`config.mk`:
```
export PLATFORM = sky130hd
export DESIGN_NAME = pipeline_ctrl
export DESIGN_NICKNAME = d
export VERILOG_FILES = /design/src/pipeline_ctrl_pkg.sv /design/src/ctrl_ifs.sv /design/src/hazard_detector.sv /design/src/exception_unit.sv /design/src/control_unit.sv /design/src/pipeline_ctrl.sv
export VERILOG_INCLUDE_DIRS = /design/src /design/src/include
export SDC_FILE = /design/constraint.sdc
export NUM_CORES = 1
export LEC_CHECK = 0
export BUFFER_PORTS_ARGS = -buffer_cell sky130_fd_sc_hd__buf_2
export CAP_MARGIN = 20
export CORE_MARGIN = 5
export CORE_UTILIZATION = 40
export CTS_BUF_LIST = sky130_fd_sc_hd__clkbuf_8
export CTS_CLUSTER_DIAMETER = 60
export DETAILED_ROUTE_END_ITERATION = 8
export HOLD_SLACK_MARGIN = 0.12
export PLACE_DENSITY = 0.8
export SYNTH_ARGS = -nofsm -noshare
export SYNTH_HDL_FRONTEND = slang
export SYNTH_HIERARCHICAL = 1
export SYNTH_SLANG_ARGS = --single-unit
export TNS_END_PERCENT = 1
```
`constraint.sdc`:
```
create_clock -name clk -period 2.1 [get_ports clk]
set_input_delay 0.21 -clock clk [delete_from_list [all_inputs] [get_ports clk]]
set_output_delay 0.21 -clock clk [all_outputs]
set_load 0.01 [all_outputs]
```
`src/include/pipeline_ctrl_config.svh`:
```
`ifndef PIPELINE_CTRL_CONFIG_SVH
`define PIPELINE_CTRL_CONFIG_SVH

////////////////////////////////////////
// Datapath widths
////////////////////////////////////////

// Register file address width
`define REG_ADDR_W 5

// PC and data word width
`define XLEN 32

////////////////////////////////////////
// Exception handling
////////////////////////////////////////

// Common handler entry for syscall and interrupt
`define EXC_VECTOR 32'h80000180

`endif

```
`src/pipeline_ctrl_pkg.sv`:
```
package pipeline_ctrl_pkg;

	////////////////////////////////////////
	// Next-PC source select
	////////////////////////////////////////

	// Encodings match the fetch stage PC mux
	typedef enum logic [3:0]
	{
		PC_JUMP   = 4'd0,
		PC_JR     = 4'd1,
		PC_EXC    = 4'd2,
		PC_ERET   = 4'd3,
		PC_BR_FIX = 4'd4,
		PC_SEQ    = 4'd5
	} pc_src_e;

	////////////////////////////////////////
	// CP0 cause codes
	////////////////////////////////////////

	// Only the two supported causes
	typedef enum logic [4:0]
	{
		EXC_INT = 5'd0,
		EXC_SYS = 5'd8
	} exc_code_e;

endpackage

```
`src/ctrl_ifs.sv`:
```
`include "pipeline_ctrl_config.svh"

////////////////////////////////////////
// Hazard status
////////////////////////////////////////

interface hazard_if;

	// Memory stall level
	logic hold;
	// Gated hazards, already prioritized
	logic load_use;
	logic mispredict;
	// Misprediction before the hold gate, for EPC choice
	logic raw_mispredict;

	modport src (output hold, output load_use, output mispredict, output raw_mispredict);
	modport sink (input hold, input load_use, input mispredict, input raw_mispredict);

endinterface

////////////////////////////////////////
// Exception decision
////////////////////////////////////////

interface exc_if;

	import pipeline_ctrl_pkg::*;

	logic exc_take;
	exc_code_e exc_code;
	logic [`XLEN-1:0] exc_epc;
	logic eret_take;

	modport src (output exc_take, output exc_code, output exc_epc, output eret_take);
	modport sink (input exc_take, input exc_code, input exc_epc, input eret_take);

endinterface

```
`src/hazard_detector.sv`:
```
`include "pipeline_ctrl_config.svh"

module hazard_detector
(
	input logic mem_stall,
	input logic [`REG_ADDR_W-1:0] id_rs_addr,
	input logic [`REG_ADDR_W-1:0] id_rt_addr,
	input logic [`REG_ADDR_W-1:0] ex_rd_addr,
	input logic ex_mem_read,
	input logic [`XLEN-1:0] predicted_ex_pc,
	input logic [`XLEN-1:0] target_mem_pc,
	hazard_if.src haz
);

	logic load_hit;
	logic pc_miss;

	// Load in EX feeding either source of the instruction in ID
	assign load_hit = ex_mem_read &
		((ex_rd_addr == id_rs_addr) | (ex_rd_addr == id_rt_addr));

	// Resolved PC in MEM disagrees with what was fetched behind it
	assign pc_miss = predicted_ex_pc != target_mem_pc;

	////////////////////////////////////////
	// Gating
	////////////////////////////////////////

	always_comb
	begin
		haz.hold = mem_stall;
		haz.raw_mispredict = pc_miss;
		// Nothing acts while memory holds the pipe
		haz.mispredict = pc_miss & ~mem_stall;
		// A misprediction flushes the load anyway
		haz.load_use = load_hit & ~pc_miss & ~mem_stall;
	end

	// Control merge relies on at most one of these per cycle
	always_comb
	begin
		assert (!(haz.load_use && haz.mispredict))
		else
			$error("load_use and mispredict both high");
	end

endmodule

```
`src/exception_unit.sv`:
```
`include "pipeline_ctrl_config.svh"

module exception_unit
(
	input logic clk,
	input logic arst_n,
	input logic cp0_intr,
	input logic mem_syscall,
	input logic mem_eret,
	input logic [`XLEN-1:0] predicted_ex_pc,
	input logic [`XLEN-1:0] target_mem_pc,
	hazard_if.sink haz,
	exc_if.src exc,
	output logic [`XLEN-1:0] epc
);

	import pipeline_ctrl_pkg::*;

	logic exl_q;
	logic [`XLEN-1:0] epc_q;
	logic intr_ok;
	logic eret_go;
	logic exc_go;

	////////////////////////////////////////
	// Event decisions
	////////////////////////////////////////

	// Interrupts are masked inside the handler
	assign intr_ok = cp0_intr & ~exl_q;

	// Return only from a correctly predicted path
	assign eret_go = mem_eret & ~haz.hold & ~haz.mispredict;

	// An eret in the same cycle wins
	assign exc_go = (mem_syscall | intr_ok) & ~haz.hold & ~eret_go;

	always_comb
	begin
		exc.exc_take = exc_go;
		exc.eret_take = eret_go;

		// Interrupt has precedence over syscall
		if (intr_ok)
			exc.exc_code = EXC_INT;
		else
			exc.exc_code = EXC_SYS;

		// On a wrong path the interrupt resumes at the corrected PC
		if (intr_ok && haz.raw_mispredict)
			exc.exc_epc = target_mem_pc;
		else
			exc.exc_epc = predicted_ex_pc;
	end

	////////////////////////////////////////
	// Exception level and saved EPC
	////////////////////////////////////////

	always_ff @(posedge clk or negedge arst_n)
	begin
		if (!arst_n)
		begin
			exl_q <= 1'b0;
		end
		else if (exc_go)
		begin
			exl_q <= 1'b1;
		end
		else if (eret_go)
		begin
			exl_q <= 1'b0;
		end
	end

	always_ff @(posedge clk or negedge arst_n)
	begin
		if (!arst_n)
			epc_q <= '0;
		else if (exc_go)
			epc_q <= exc.exc_epc;
	end

	// Return address for eret
	assign epc = epc_q;

	////////////////////////////////////////
	// Checks
	////////////////////////////////////////

	a_exc_eret_excl: assert property (@(posedge clk) disable iff (!arst_n)
		!(exc.exc_take && exc.eret_take));

endmodule

```
`src/control_unit.sv`:
```
`include "pipeline_ctrl_config.svh"

module control_unit
(
	input logic id_jump,
	input logic id_jr,
	hazard_if.sink haz,
	exc_if.sink exc,
	output pipeline_ctrl_pkg::pc_src_e pc_src,
	output logic pc_stall,
	output logic ifid_stall,
	output logic idex_stall,
	output logic exmem_stall,
	output logic ifid_flush,
	output logic idex_flush,
	output logic exmem_flush,
	output logic cp0_w_en,
	output pipeline_ctrl_pkg::exc_code_e exec_code,
	output logic [`XLEN-1:0] cp0_epc,
	output logic bpu_write_en
);

	import pipeline_ctrl_pkg::*;

	////////////////////////////////////////
	// Priority merge, later rules win
	////////////////////////////////////////

	always_comb
	begin
		// Idle: fall through to the next sequential PC
		pc_src = PC_SEQ;
		pc_stall = 1'b0;
		ifid_stall = 1'b0;
		idex_stall = 1'b0;
		exmem_stall = 1'b0;
		ifid_flush = 1'b0;
		idex_flush = 1'b0;
		exmem_flush = 1'b0;
		cp0_w_en = 1'b0;
		exec_code = EXC_INT;
		cp0_epc = '0;
		bpu_write_en = 1'b0;

		// Memory hold freezes every stage
		if (haz.hold)
		begin
			pc_stall = 1'b1;
			ifid_stall = 1'b1;
			idex_stall = 1'b1;
			exmem_stall = 1'b1;
		end

		// Load-use: keep ID, insert a bubble into EX
		if (haz.load_use)
		begin
			pc_stall = 1'b1;
			ifid_stall = 1'b1;
			idex_flush = 1'b1;
		end

		// Wrong path: drop the three younger stages and retrain
		if (haz.mispredict)
		begin
			ifid_flush = 1'b1;
			idex_flush = 1'b1;
			exmem_flush = 1'b1;
			bpu_write_en = 1'b1;
			if (!exc.exc_take)
				pc_src = PC_BR_FIX;
		end

		if (!haz.hold && !haz.mispredict && id_jump)
		begin
			pc_src = PC_JUMP;
			ifid_flush = 1'b1;
		end

		// jr decoded after jump so it overrides
		if (!haz.hold && !haz.mispredict && id_jr)
		begin
			pc_src = PC_JR;
			ifid_flush = 1'b1;
		end

		if (exc.exc_take)
		begin
			pc_src = PC_EXC;
			cp0_w_en = 1'b1;
			exec_code = exc.exc_code;
			cp0_epc = exc.exc_epc;
		end

		if (exc.eret_take)
			pc_src = PC_ERET;
	end

	////////////////////////////////////////
	// Checks
	////////////////////////////////////////

	// Hold gating is spread over hazard_detector and exception_unit
	always_comb
	begin
		assert (!(haz.hold && (ifid_flush || idex_flush || exmem_flush)))
		else
			$error("flush raised during memory hold");
	end

endmodule

```
`src/pipeline_ctrl.sv`:
```
`include "pipeline_ctrl_config.svh"

module pipeline_ctrl
(
	input logic clk,
	input logic arst_n,
	// Decode stage
	input logic id_jump,
	input logic id_jr,
	input logic [`REG_ADDR_W-1:0] id_rs_addr,
	input logic [`REG_ADDR_W-1:0] id_rt_addr,
	// Execute stage
	input logic [`REG_ADDR_W-1:0] ex_rd_addr,
	input logic ex_mem_read,
	input logic [`XLEN-1:0] predicted_ex_pc,
	// Memory stage
	input logic mem_stall,
	input logic [`XLEN-1:0] target_mem_pc,
	input logic mem_syscall,
	input logic mem_eret,
	input logic cp0_intr,
	// Pipeline control
	output pipeline_ctrl_pkg::pc_src_e pc_src,
	output logic pc_stall,
	output logic ifid_stall,
	output logic idex_stall,
	output logic exmem_stall,
	output logic ifid_flush,
	output logic idex_flush,
	output logic exmem_flush,
	// CP0 and predictor
	output logic cp0_w_en,
	output pipeline_ctrl_pkg::exc_code_e exec_code,
	output logic [`XLEN-1:0] cp0_epc,
	output logic [`XLEN-1:0] epc,
	output logic bpu_write_en
);

	hazard_if haz_bus ();
	exc_if exc_bus ();

	////////////////////////////////////////
	// Detection and exception decision
	////////////////////////////////////////

	hazard_detector u_hazard_detector
	(
		.mem_stall(mem_stall),
		.id_rs_addr(id_rs_addr),
		.id_rt_addr(id_rt_addr),
		.ex_rd_addr(ex_rd_addr),
		.ex_mem_read(ex_mem_read),
		.predicted_ex_pc(predicted_ex_pc),
		.target_mem_pc(target_mem_pc),
		.haz(haz_bus.src)
	);

	exception_unit u_exception_unit
	(
		.clk(clk),
		.arst_n(arst_n),
		.cp0_intr(cp0_intr),
		.mem_syscall(mem_syscall),
		.mem_eret(mem_eret),
		.predicted_ex_pc(predicted_ex_pc),
		.target_mem_pc(target_mem_pc),
		.haz(haz_bus.sink),
		.exc(exc_bus.src),
		.epc(epc)
	);

	// Merge
	control_unit u_control_unit
	(
		.id_jump(id_jump),
		.id_jr(id_jr),
		.haz(haz_bus.sink),
		.exc(exc_bus.sink),
		.pc_src(pc_src),
		.pc_stall(pc_stall),
		.ifid_stall(ifid_stall),
		.idex_stall(idex_stall),
		.exmem_stall(exmem_stall),
		.ifid_flush(ifid_flush),
		.idex_flush(idex_flush),
		.exmem_flush(exmem_flush),
		.cp0_w_en(cp0_w_en),
		.exec_code(exec_code),
		.cp0_epc(cp0_epc),
		.bpu_write_en(bpu_write_en)
	);

endmodule

```
==> impl_metrics.ini, run 1 <==
[critical_path]
slowest_stage = mux2_1
cp_num_cells = 10
crit_family = simple AND/OR/NAND/NOR gates
cpPeakStageDelay_ns = 0.35
crit_type = primary input to output port
path_common_cell = buf_2
crit_fanout = 15
path_buf_inv = 3
worstPathArrival_ns = 2.07
r2r_cells = 5
path_cells = buf_2 > xnor2_1 > nand4_1 > nor4_4 > nand2_1 > nand3b_4 > buf_12 > mux2_1 > and2_1 > buf_2
cp-end-kind = output port
worstSetupStartpointType = primary input
required_ns = 1.89

[min_path]
hp-class = primary input to flip-flop
whs_path_depth = 3

[global_route]
grt_pass1_wl_mm = 12.06
grt_pass1_vias = 2538
grt_max_degree = 34
grt-ovfl-total = 0
antenna_found_initial = 0
grt_usage_pct = 17.88

[floorplan]
die-area_um2 = 8212
num_rows = 29
die_x_um = 90.62
coreArea_um2 = 6350
initial_utilization_pct = 40.95
io_pins = 170
dieHeight_um = 90.62

[cells_and_area]
layout_commonest_cell = buf_2
diodes = 0
layout.cells.non_filler = 482
fin_nets = 492
final_util_pct = 60.95
drive_gt1_share_pct = 69.14
layout_common_cells = buf_2 (148), mux2_2 (56), dfrtp_1 (33)
area_growth_pct = 48.84
finalInstanceArea_um2 = 3870

[sta]
max_slew_margin_pct = 50.27
hold_ws_ns = 0.3161
fin_skew_ns = 0.002895
worst_pin_slew_ns = 0.7459
max_freq_ghz = 0.4386
slew_viol_final = 0
rsz0062_at_grt = yes
min_period_ns = 2.280
setup_viol = 34
period_share_pct = 108.6
finalHoldViolations = 0
fin_ws_ns = -0.1800

[synthesis]
synthXorXnorAreaFrac_pct = 14.15
yosys.area_share.adder_pct = 0
muxShareOfSynthArea_pct = 27.72
async_flop_share_pct = 100.0
synth_compound_area_share_pct = 3.176
yosysSeqAreaShare_pct = 31.76
netlist_instances = 236
synth_top_family_by_area = multiplexers
synth_edf_count = 0
synth_area_um2 = 2600
synth_warnings = 6
synth_area_per_cell_um2 = 11.02
synth.distinct_cells = 31
yosys.area_share.simple_pct = 15.74
ys.flop_type = dfrtp_1
ys_seq_elements = 33

[placed_design]
dpl.hpwl_mm = 6.298
dpl.cell_count = 473
gp_congestion = 0.8147
numPortBuffers = 164
place_area_um2 = 3536

[clocking]
numCtsBuffers = 5
cts.path.max_buffers = 2
cts_setup_buffers = 0
cts_tree = done
ctsHtreeMaxLevel = 2
cts-root-buf = clkbuf_8
cts_sinks = 33
path_clk_slew_ns = 0.07
worstSkewPairLatency_ns = 0.27

[power_and_ir_drop]
comb_power_share_pct = 43.4
power_frac_seq_pct = 37.6
power_switching_share_pct = 32.24
powerDensity_nw_per_um2 = 589.7
power_mw = 2.282
pwr-share-clk_pct = 19.0
p_sw_mw = 0.7357
power.leakage_nw = 1.941
power.internal_mw = 1.546
ir_worst_vdd_v = 0.0003685

[outcome]
violations = setup timing
status = finished with violations

[drt]
drt-initial-drc-count = 40
ant_nets = 0
via_count = 2376
firstDrtPassIters = 4
detail_route.wl_per_cell_um = 16.12
vias_per_cell = 4.929
routed_wl_mm = 7.768
drcViolationCount = 0

[flow_run]
maxCapViolations = 0
synth_stat cells, drive strengths merged, types with 2 or more instances:
master	instances	share of area, %
nor3b	2	0.58
nand4	8	1.9
xor2	4	1.3
nor3	2	0.39
mux2	64	28
inv	4	0.58
conb	2	0.29
nor2	2	0.29
dfrtp	33	32
clkbuf	2	0.39
buf	20	6.2
nor4	2	0.96
a21oi	2	0.39
or2	2	0.48
and2	37	9.2
nand3	2	0.39
xnor2	38	13
through the flow:
stage          setup TNS [ns]  setup WS (ns)
6_report               -5.078        -0.1800
5_1_grt                -9.592        -0.3143
4_1_cts                -6.280        -0.2252
3_5_place_dp           -14.80        -0.2705
3_3_place_gp           -17.20        -0.3170
2_1_floorplan               0        0.02820
worst register-to-register path: cells and delay by family, from the launching register on:
kind                   cells  cell delay (ns)
buffers and inverters      2             0.38
AO/OA/AOI/OAI              1             0.27
flip-flops                 1             0.40
AND/OR/NAND/NOR            1             0.22
multiplexers               1             0.35
area by class of cell:
type,instances,area [µm²]
clock inverters,3,11.26
well taps,77,96.34
fillers,543,2480
multi-input cells,180,1750
clock buffers,5,68.82
repair buffers,180,1102
inverters,4,15.01
flip-flops and latches,33,825.8
state kept, by name, indices dropped and copies added, names as in the netlist:
register	cells
u_exception_unit/epc	32
u_exception_unit/exl_q	1
power by group through the flow:
stage	clock, mW	sequential (mW)	combinational, mW
after floorplan	0	0.938	0.447
after global placement	0	0.863	0.918
after detailed placement	0	0.870	0.936
after CTS	0.455	0.860	0.973
after global routing	0.479	0.875	1.07
final	0.434	0.858	0.990
worst paths after layout:
| kind | from | endpoint | slack (ns) |
|---|---|---|---|
| min in group asynchronous | arst_n | u_exception_unit/epc[24]$_DFFE_PN0P_ | 0.54 |
| max | target_mem_pc[1] | cp0_epc[18] | -0.18 |
| min reg2reg | u_exception_unit/epc[3]$_DFFE_PN0P_ | u_exception_unit/epc[3]$_DFFE_PN0P_ | 0.50 |
| max reg2reg | u_exception_unit/exl_q$_DFFE_PN0P_ | u_exception_unit/epc[7]$_DFFE_PN0P_ | 0.36 |
| min | predicted_ex_pc[10] | u_exception_unit/epc[10]$_DFFE_PN0P_ | 0.32 |
| max in group asynchronous | arst_n | u_exception_unit/epc[17]$_DFFE_PN0P_ | 1.08 |
per-layer routing:
metal	wire length [µm]	track usage (%)	share of wire (%)
met5	0	0	0
met4	91	3.846	1.2
met2	4139	33.90	53
met1	2801	18.66	36
met3	735	6.333	9.5
kinds of logic after synthesis:
| kind of cell | Yosys count |
|---|---|
| other | 2 |
| muxes | 64 |
| AOI/OAI and AO/OA | 8 |
| DFF | 33 |
| and+or+nand+nor | 61 |
| xor gates and xnor gates | 42 |
| buffers and inverters | 26 |
timing repair:
item	CTS	global route
hold buffers	1	0
pin swaps	9	10
gates cloned	0	0
hold endpoints to repair	33	0
endpoints found under the setup margin	37	38
resized for setup	24	24
Note: power is estimated with default switching activity, not from simulation.
==> inputs of run 2 (changes only) <==
--- a/config.mk
+++ b/config.mk
@@ -6,15 +6,16 @@
 export SDC_FILE = /design/constraint.sdc
 export NUM_CORES = 1
 export LEC_CHECK = 0
+export ABC_AREA = 1
 export BUFFER_PORTS_ARGS = -buffer_cell sky130_fd_sc_hd__buf_2
 export CAP_MARGIN = 20
-export CORE_MARGIN = 5
-export CORE_UTILIZATION = 40
+export CORE_MARGIN = 8
+export CORE_UTILIZATION = 43
 export CTS_BUF_LIST = sky130_fd_sc_hd__clkbuf_8
 export CTS_CLUSTER_DIAMETER = 60
 export DETAILED_ROUTE_END_ITERATION = 8
 export HOLD_SLACK_MARGIN = 0.12
-export PLACE_DENSITY = 0.8
+export PLACE_DENSITY = 0.79
 export SYNTH_ARGS = -nofsm -noshare
 export SYNTH_HDL_FRONTEND = slang
 export SYNTH_HIERARCHICAL = 1
==> run 2 against run 1 <==
The flow now finishes without violations. Critical path type unchanged. Maximum frequency is 12% higher. Largest power group unchanged. Wire length increased by 61%. Via count grew 77%. First-iteration DRC count increased to 7.2 times the previous value.
==> impl_metrics.ini, run 2 <==
[outcome]
status = finished clean

[synthesis]
synth_most_common_cell = nand2_1
synth.distinct_cells = 26
netlist_instances = 613
ys.flop_type = dfrtp_1
yosysSeqAreaShare_pct = 24.36
yosys-top-cells-area = nand2_1 (35%), dfrtp_1 (24%), inv_1 (12%)
synth_common_cells = nand2_1 (317), inv_1 (104), nor2_1 (40), dfrtp_1 (33), nand4_1 (33)
ys_seq_elements = 33
synth_area_um2 = 3390
synth_edf_count = 0
yosysTopAreaCell = nand2_1
async_flop_share_pct = 100.0
synth_area_per_cell_um2 = 5.529
yosysTopAreaCellShare_pct = 35.11
synth_warnings = 6

[clocking]
cts_tree = done
ctsHtreeMaxLevel = 2
cts_sinks = 33
worstSkewPairLatency_ns = 0.29
cts-root-buf = clkbuf_8
cts.path.max_buffers = 2
numCtsBuffers = 5
path_clk_slew_ns = 0.08

[sta]
finalSetupTns_ns = 0
period_share_pct = 97.09
worst_pin_slew_ns = 0.8089
hold_ws_ns = 0.2315
max_freq_ghz = 0.4905
finalHoldViolations = 0
setup_viol = 0
min_period_ns = 2.039
rsz0062_at_grt = yes
fin_skew_ns = 0.004826
max_slew_margin_pct = 46.07
slew_viol_final = 0

[power_and_ir_drop]
power_mw = 2.631
power.internal_mw = 1.646
powerDensity_nw_per_um2 = 535.4
comb_power_share_pct = 44.3
ir_worst_vdd_v = 0.0003069
power_switching_share_pct = 37.45
power.leakage_nw = 3.282
power_frac_seq_pct = 31.6
pwr-share-clk_pct = 24.1
p_sw_mw = 0.9855

[critical_path]
crit_end = cp0_epc[11]
r2r_start = u_exception_unit/exl_q$_DFFE_PN0P_
cpPeakStageDelay_ns = 0.24
slowest_stage = nor3_4
worstPathArrival_ns = 1.83
cp-end-kind = output port
rrSetupSlack_ns = 0.54
reg2reg_to = u_exception_unit/epc[10]$_DFFE_PN0P_
crit_type = primary input to output port
path_common_cell = nand2_1
startpoint = target_mem_pc[6]
path_cells = buf_6 > inv_1 > nand2_1 > nand2_1 > nor2_1 > nand2_1 > nor2_1 > nand2_1 > nor2_1 > nor2_2 > nor3_4 > nor2_8 > clkbuf_16 > nand2_2 > inv_1 > buf_2
worstSetupStartpointType = primary input
r2r_cells = 9
crit_fanout = 8
required_ns = 1.89

[floorplan]
die-area_um2 = 10980
dieHeight_um = 104.8
num_rows = 32
initial_utilization_pct = 44.09
io_pins = 170
coreArea_um2 = 7687
die_x_um = 104.8

[global_route]
grt_util_met3_pct = 4.300
grt-ovfl-total = 0
gr-max-usage-layer = met2
grt_usage_pct = 20.26
grt.met2_usage_pct = 36.47
grt_pass1_vias = 4071
grt_max_degree = 39
grt_use_met1_pct = 23.29
grt_pass1_wl_mm = 18.87
antenna_found_initial = 0

[placed_design]
gp_congestion = 0.8550
numPortBuffers = 164
dpl.cell_count = 859
dpl.hpwl_mm = 9.091

[drt]
drcViolationCount = 0
vias_per_cell = 4.753
detail_route.wl_per_cell_um = 14.16
routed_wl_mm = 12.50
drt-initial-drc-count = 286
firstDrtPassIters = 5
via_count = 4197
ant_nets = 0

[cells_and_area]
area_growth_pct = 45.00
layout_common_cells = nand2_1 (296), buf_2 (125), inv_1 (93)
final_util_pct = 63.93
largest_reg_flops = 32
fin_nets = 868
layout.cells.non_filler = 883
layout_commonest_cell = nand2_1
drive_gt1_share_pct = 33.93
diodes = 0

[min_path]
whs_path_depth = 5
hp-class = primary input to flip-flop

[flow_run]
maxCapViolations = 0
## run 2: cell types whose count changed after synthesis, sizes merged, moves of 4 or more
| cell | change |
|---|---|
| nand3 | +4 |
| mux2 | -64 |
| inv | +104 |
| nor2 | +43 |
| xor2 | +5 |
| and2 | -37 |
| buf | +16 |
| nand2 | +320 |
| clkinv | +4 |
| nand4 | +25 |
| xnor2 | -28 |
## run 2: worst min-delay path by stage
stage / startpoint / to / slack (ns)
floorplan: arst_n / u_exception_unit/epc[0]$_DFFE_PN0P_ / -0.09
global route: predicted_ex_pc[15] / u_exception_unit/epc[15]$_DFFE_PN0P_ / 0.25
finish: predicted_ex_pc[15] / u_exception_unit/epc[15]$_DFFE_PN0P_ / 0.23
detailed placement: arst_n / u_exception_unit/epc[7]$_DFFE_PN0P_ / 0.35
global placement: arst_n / u_exception_unit/epc[7]$_DFFE_PN0P_ / 0.33
CTS: predicted_ex_pc[15] / u_exception_unit/epc[15]$_DFFE_PN0P_ / 0.26
## run 2: worst max-delay path: cells and delay by family
family                 cells  cell delay, ns
buffers and inverters      5            0.46
and+or+nand+nor           11            1.16
## run 2: power by group through the flow
stage / clock network [mW] / registers, mW / logic [mW]
floorplan: 0 / 0.898 / 0.515
global placement: 0 / 0.837 / 0.986
detailed placement: 0 / 0.841 / 1.01
CTS: 0.645 / 0.830 / 1.02
global route: 0.666 / 0.847 / 1.28
finish: 0.635 / 0.830 / 1.17
## run 2: layout make-up
class | count | area (µm²)
Clock buffer | 6 | 82.58
Clock inverter | 2 | 33.78
Fill cell | 743 | 2773
Inverter | 112 | 427.9
Multi-Input combinational cell | 435 | 2028
Sequential cell | 33 | 825.8
Tap cell | 102 | 127.6
Timing Repair Buffer | 193 | 1389
## run 2: routing by layer
metal  wire [µm]  vias to the layer above
met4         231                        0
met3        1019                       19
li1            -                     2108
met2        6325                      202
met5           0                        -
met1        4926                     1868
## run 2: what timing repair did
item                                    in CTS  in global routing
buffers inserted                             0                 10
endpoints found under the setup margin       0                 37
gates resized for setup                      0                108
hold buffers                                 1                  0
endpoints found under the hold margin       33                  0
## run 2: through the flow
stage | worst slack [ns] | instance area (µm²)
3_5_place_dp | 0.03709 | 4268
4_1_cts | 0.02900 | 4394
2_1_floorplan | 0.1167 | 3401
5_1_grt | -0.03196 | 4915
6_report | 0.06112 | 4915
3_3_place_gp | 0.07407 | 4268
## run 2: cells by family (layout without fill, tap and decap cells)
| group | count (synthesis) | in the layout | share of synthesized area, % |
|---|---|---|---|
| compound gates | 3 | 3 | 0.6275 |
| xor+xnor | 19 | 19 | 4.910 |
| buf+inv | 148 | 313 | 19.90 |
| flops | 33 | 33 | 24.36 |
| other cells | 2 | 5 | 0.2216 |
| simple gates | 408 | 408 | 49.98 |
==> inputs of run 3 (changes only) <==
--- a/config.mk
+++ b/config.mk
@@ -9,13 +9,11 @@
 export ABC_AREA = 1
 export BUFFER_PORTS_ARGS = -buffer_cell sky130_fd_sc_hd__buf_2
 export CAP_MARGIN = 20
-export CORE_MARGIN = 8
-export CORE_UTILIZATION = 43
-export CTS_BUF_LIST = sky130_fd_sc_hd__clkbuf_8
+export CORE_MARGIN = 3
+export CORE_UTILIZATION = 30
 export CTS_CLUSTER_DIAMETER = 60
 export DETAILED_ROUTE_END_ITERATION = 8
 export HOLD_SLACK_MARGIN = 0.12
-export PLACE_DENSITY = 0.79
 export SYNTH_ARGS = -nofsm -noshare
 export SYNTH_HDL_FRONTEND = slang
 export SYNTH_HIERARCHICAL = 1
==> run 3 against run 2 <==
Wire length is 10% lower. Die area increased by 15%. Sequential share of layout area about the same. Critical path depth fell by 2. Register-to-register slack hardly changed. Via count is 4.1% lower. First-iteration DRC count shrank 7.3%. Cell count rose by 5.4%. Power rose by 6.2%. Hold slack improved by 0.042 ns. Sequential power is essentially flat. Largest cell class unchanged.
==> impl_metrics.ini, run 3 (same netlist as run 2, synthesis figures left out) <==
[outcome]
status = finished clean

[clocking]
path_clk_slew_ns = 0.05
ctsHtreeMaxLevel = 2
worstSkewPairLatency_ns = 0.27
cts_sinks = 33
numCtsBuffers = 5
cts_tree = done
cts-root-buf = clkbuf_16
cts.path.max_buffers = 2

[sta]
finalHoldViolations = 0
rsz0062_at_grt = yes
period_share_pct = 98.70
worst_pin_slew_ns = 0.8069
fin_ws_ns = 0.02738
finalSetupTns_ns = 0
slew_viol_final = 0
setup_viol = 0
hold_ws_ns = 0.2736
max_slew_margin_pct = 46.21
max_freq_ghz = 0.4825
fin_skew_ns = 0.004008
min_period_ns = 2.073

[floorplan]
die-area_um2 = 12610
num_rows = 38
dieHeight_um = 112.3
die_x_um = 112.3
coreArea_um2 = 10940
initial_utilization_pct = 31.00
io_pins = 170

[min_path]
whs_path_depth = 5
hp-class = primary input to flip-flop

[drt]
vias_per_cell = 4.324
ant_nets = 0
drcViolationCount = 0
via_count = 4026
detail_route.wl_per_cell_um = 12.04
firstDrtPassIters = 5
routed_wl_mm = 11.21
drt-initial-drc-count = 265

[critical_path]
crit_type = primary input to output port
required_ns = 1.89
worstPathArrival_ns = 1.86
r2r_cells = 10
crit_fanout = 17
cp-end-kind = output port
worstSetupStartpointType = primary input

[flow_run]
maxCapViolations = 0

[power_and_ir_drop]
powerDensity_nw_per_um2 = 566.9
power_mw = 2.794
power.leakage_nw = 3.304
ir_worst_vdd_v = 0.0003234

[cells_and_area]
drive_gt1_share_pct = 32.62
layout.cells.non_filler = 931
finalInstanceArea_um2 = 4928
final_util_pct = 45.07
layout_common_cells = nand2_1 (302), buf_2 (145), inv_1 (102)
layout_commonest_cell = nand2_1
fillers = 1202
fin_nets = 878
area_growth_pct = 45.40
largest_reg_flops = 32
diodes = 0

[placed_design]
dp_slack_ns = -0.06681
numPortBuffers = 164
dpl.hpwl_mm = 8.616
place_area_um2 = 4428
dpl.cell_count = 912
gp_congestion = 0.8221

[global_route]
grt_pass1_vias = 3703
grt_pass1_wl_mm = 17.75
antenna_found_initial = 0
grt-ovfl-total = 0
grt_usage_pct = 17.08
grt_max_degree = 34
run 3: cell types whose count changed in the layout (fill, tap and decap cells not counted), sizes merged:
cell    previous run  this run
buf              188       199
clkbuf            10         9
clkinv             5         4
nor2              45        46
run 3: power by group:
group	internal, mW	switching, mW
combinational	0.473	0.636
clock	0.592	0.263
sequential	0.763	0.0665
total	1.83	0.965
run 3: area by class of cell:
cell class              instances  area, µm²  share of cell area (%)
clock inverters                 1      30.03                  0.6093
inverters                     112      422.9                   8.581
well taps                     140      175.2                   3.554
multi-input cells             436       2014                   40.87
flip-flops and latches         33      825.8                   16.76
clock buffers                   7      142.6                   2.894
repair buffers                202       1318                   26.73
run 3: final timing paths:
path                                                            from                              endpoint  slack [ns]
worst max-delay path                               target_mem_pc[30]                           cp0_epc[22]        0.03
worst min register to register  u_exception_unit/epc[30]$_DFFE_PN0P_  u_exception_unit/epc[30]$_DFFE_PN0P_        0.47
max in group asynchronous                                     arst_n   u_exception_unit/epc[8]$_DFFE_PN0P_        1.02
worst max register to register    u_exception_unit/exl_q$_DFFE_PN0P_   u_exception_unit/epc[1]$_DFFE_PN0P_        0.55
worst min-delay path                             predicted_ex_pc[23]  u_exception_unit/epc[23]$_DFFE_PN0P_        0.27
min in group asynchronous                                     arst_n  u_exception_unit/epc[25]$_DFFE_PN0P_        0.57
run 3: layer usage:
metal	up-vias	global-route usage [%]	share of wire (%)
met2	132	29.40	49
met3	6	3.181	6.9
met4	0	3.846	0.93
met5	-	0	0
met1	1760	22.29	43
li1	2128	-	-
run 3: worst max-delay path: stages:
cell,delay [ns]
buf_2,0.12
xnor2_2,0.19
nand4_1,0.14
nor2_2,0.14
nand2_2,0.08
nor2_4,0.13
nor2_4,0.06
nor3_4,0.20
buf_12,0.15
nor2_8,0.06
buf_12,0.15
nand2_1,0.06
inv_1,0.04
buf_2,0.13
run 3: timing repair:
item                       in CTS  in global routing
setup buffers                   0                  8
resized for setup               1                 62
pin swaps                       2                 27
cloned                          0                  2
setup endpoints to repair      31                 35
hold endpoints to repair       33                  0
hold buffers                    1                  0
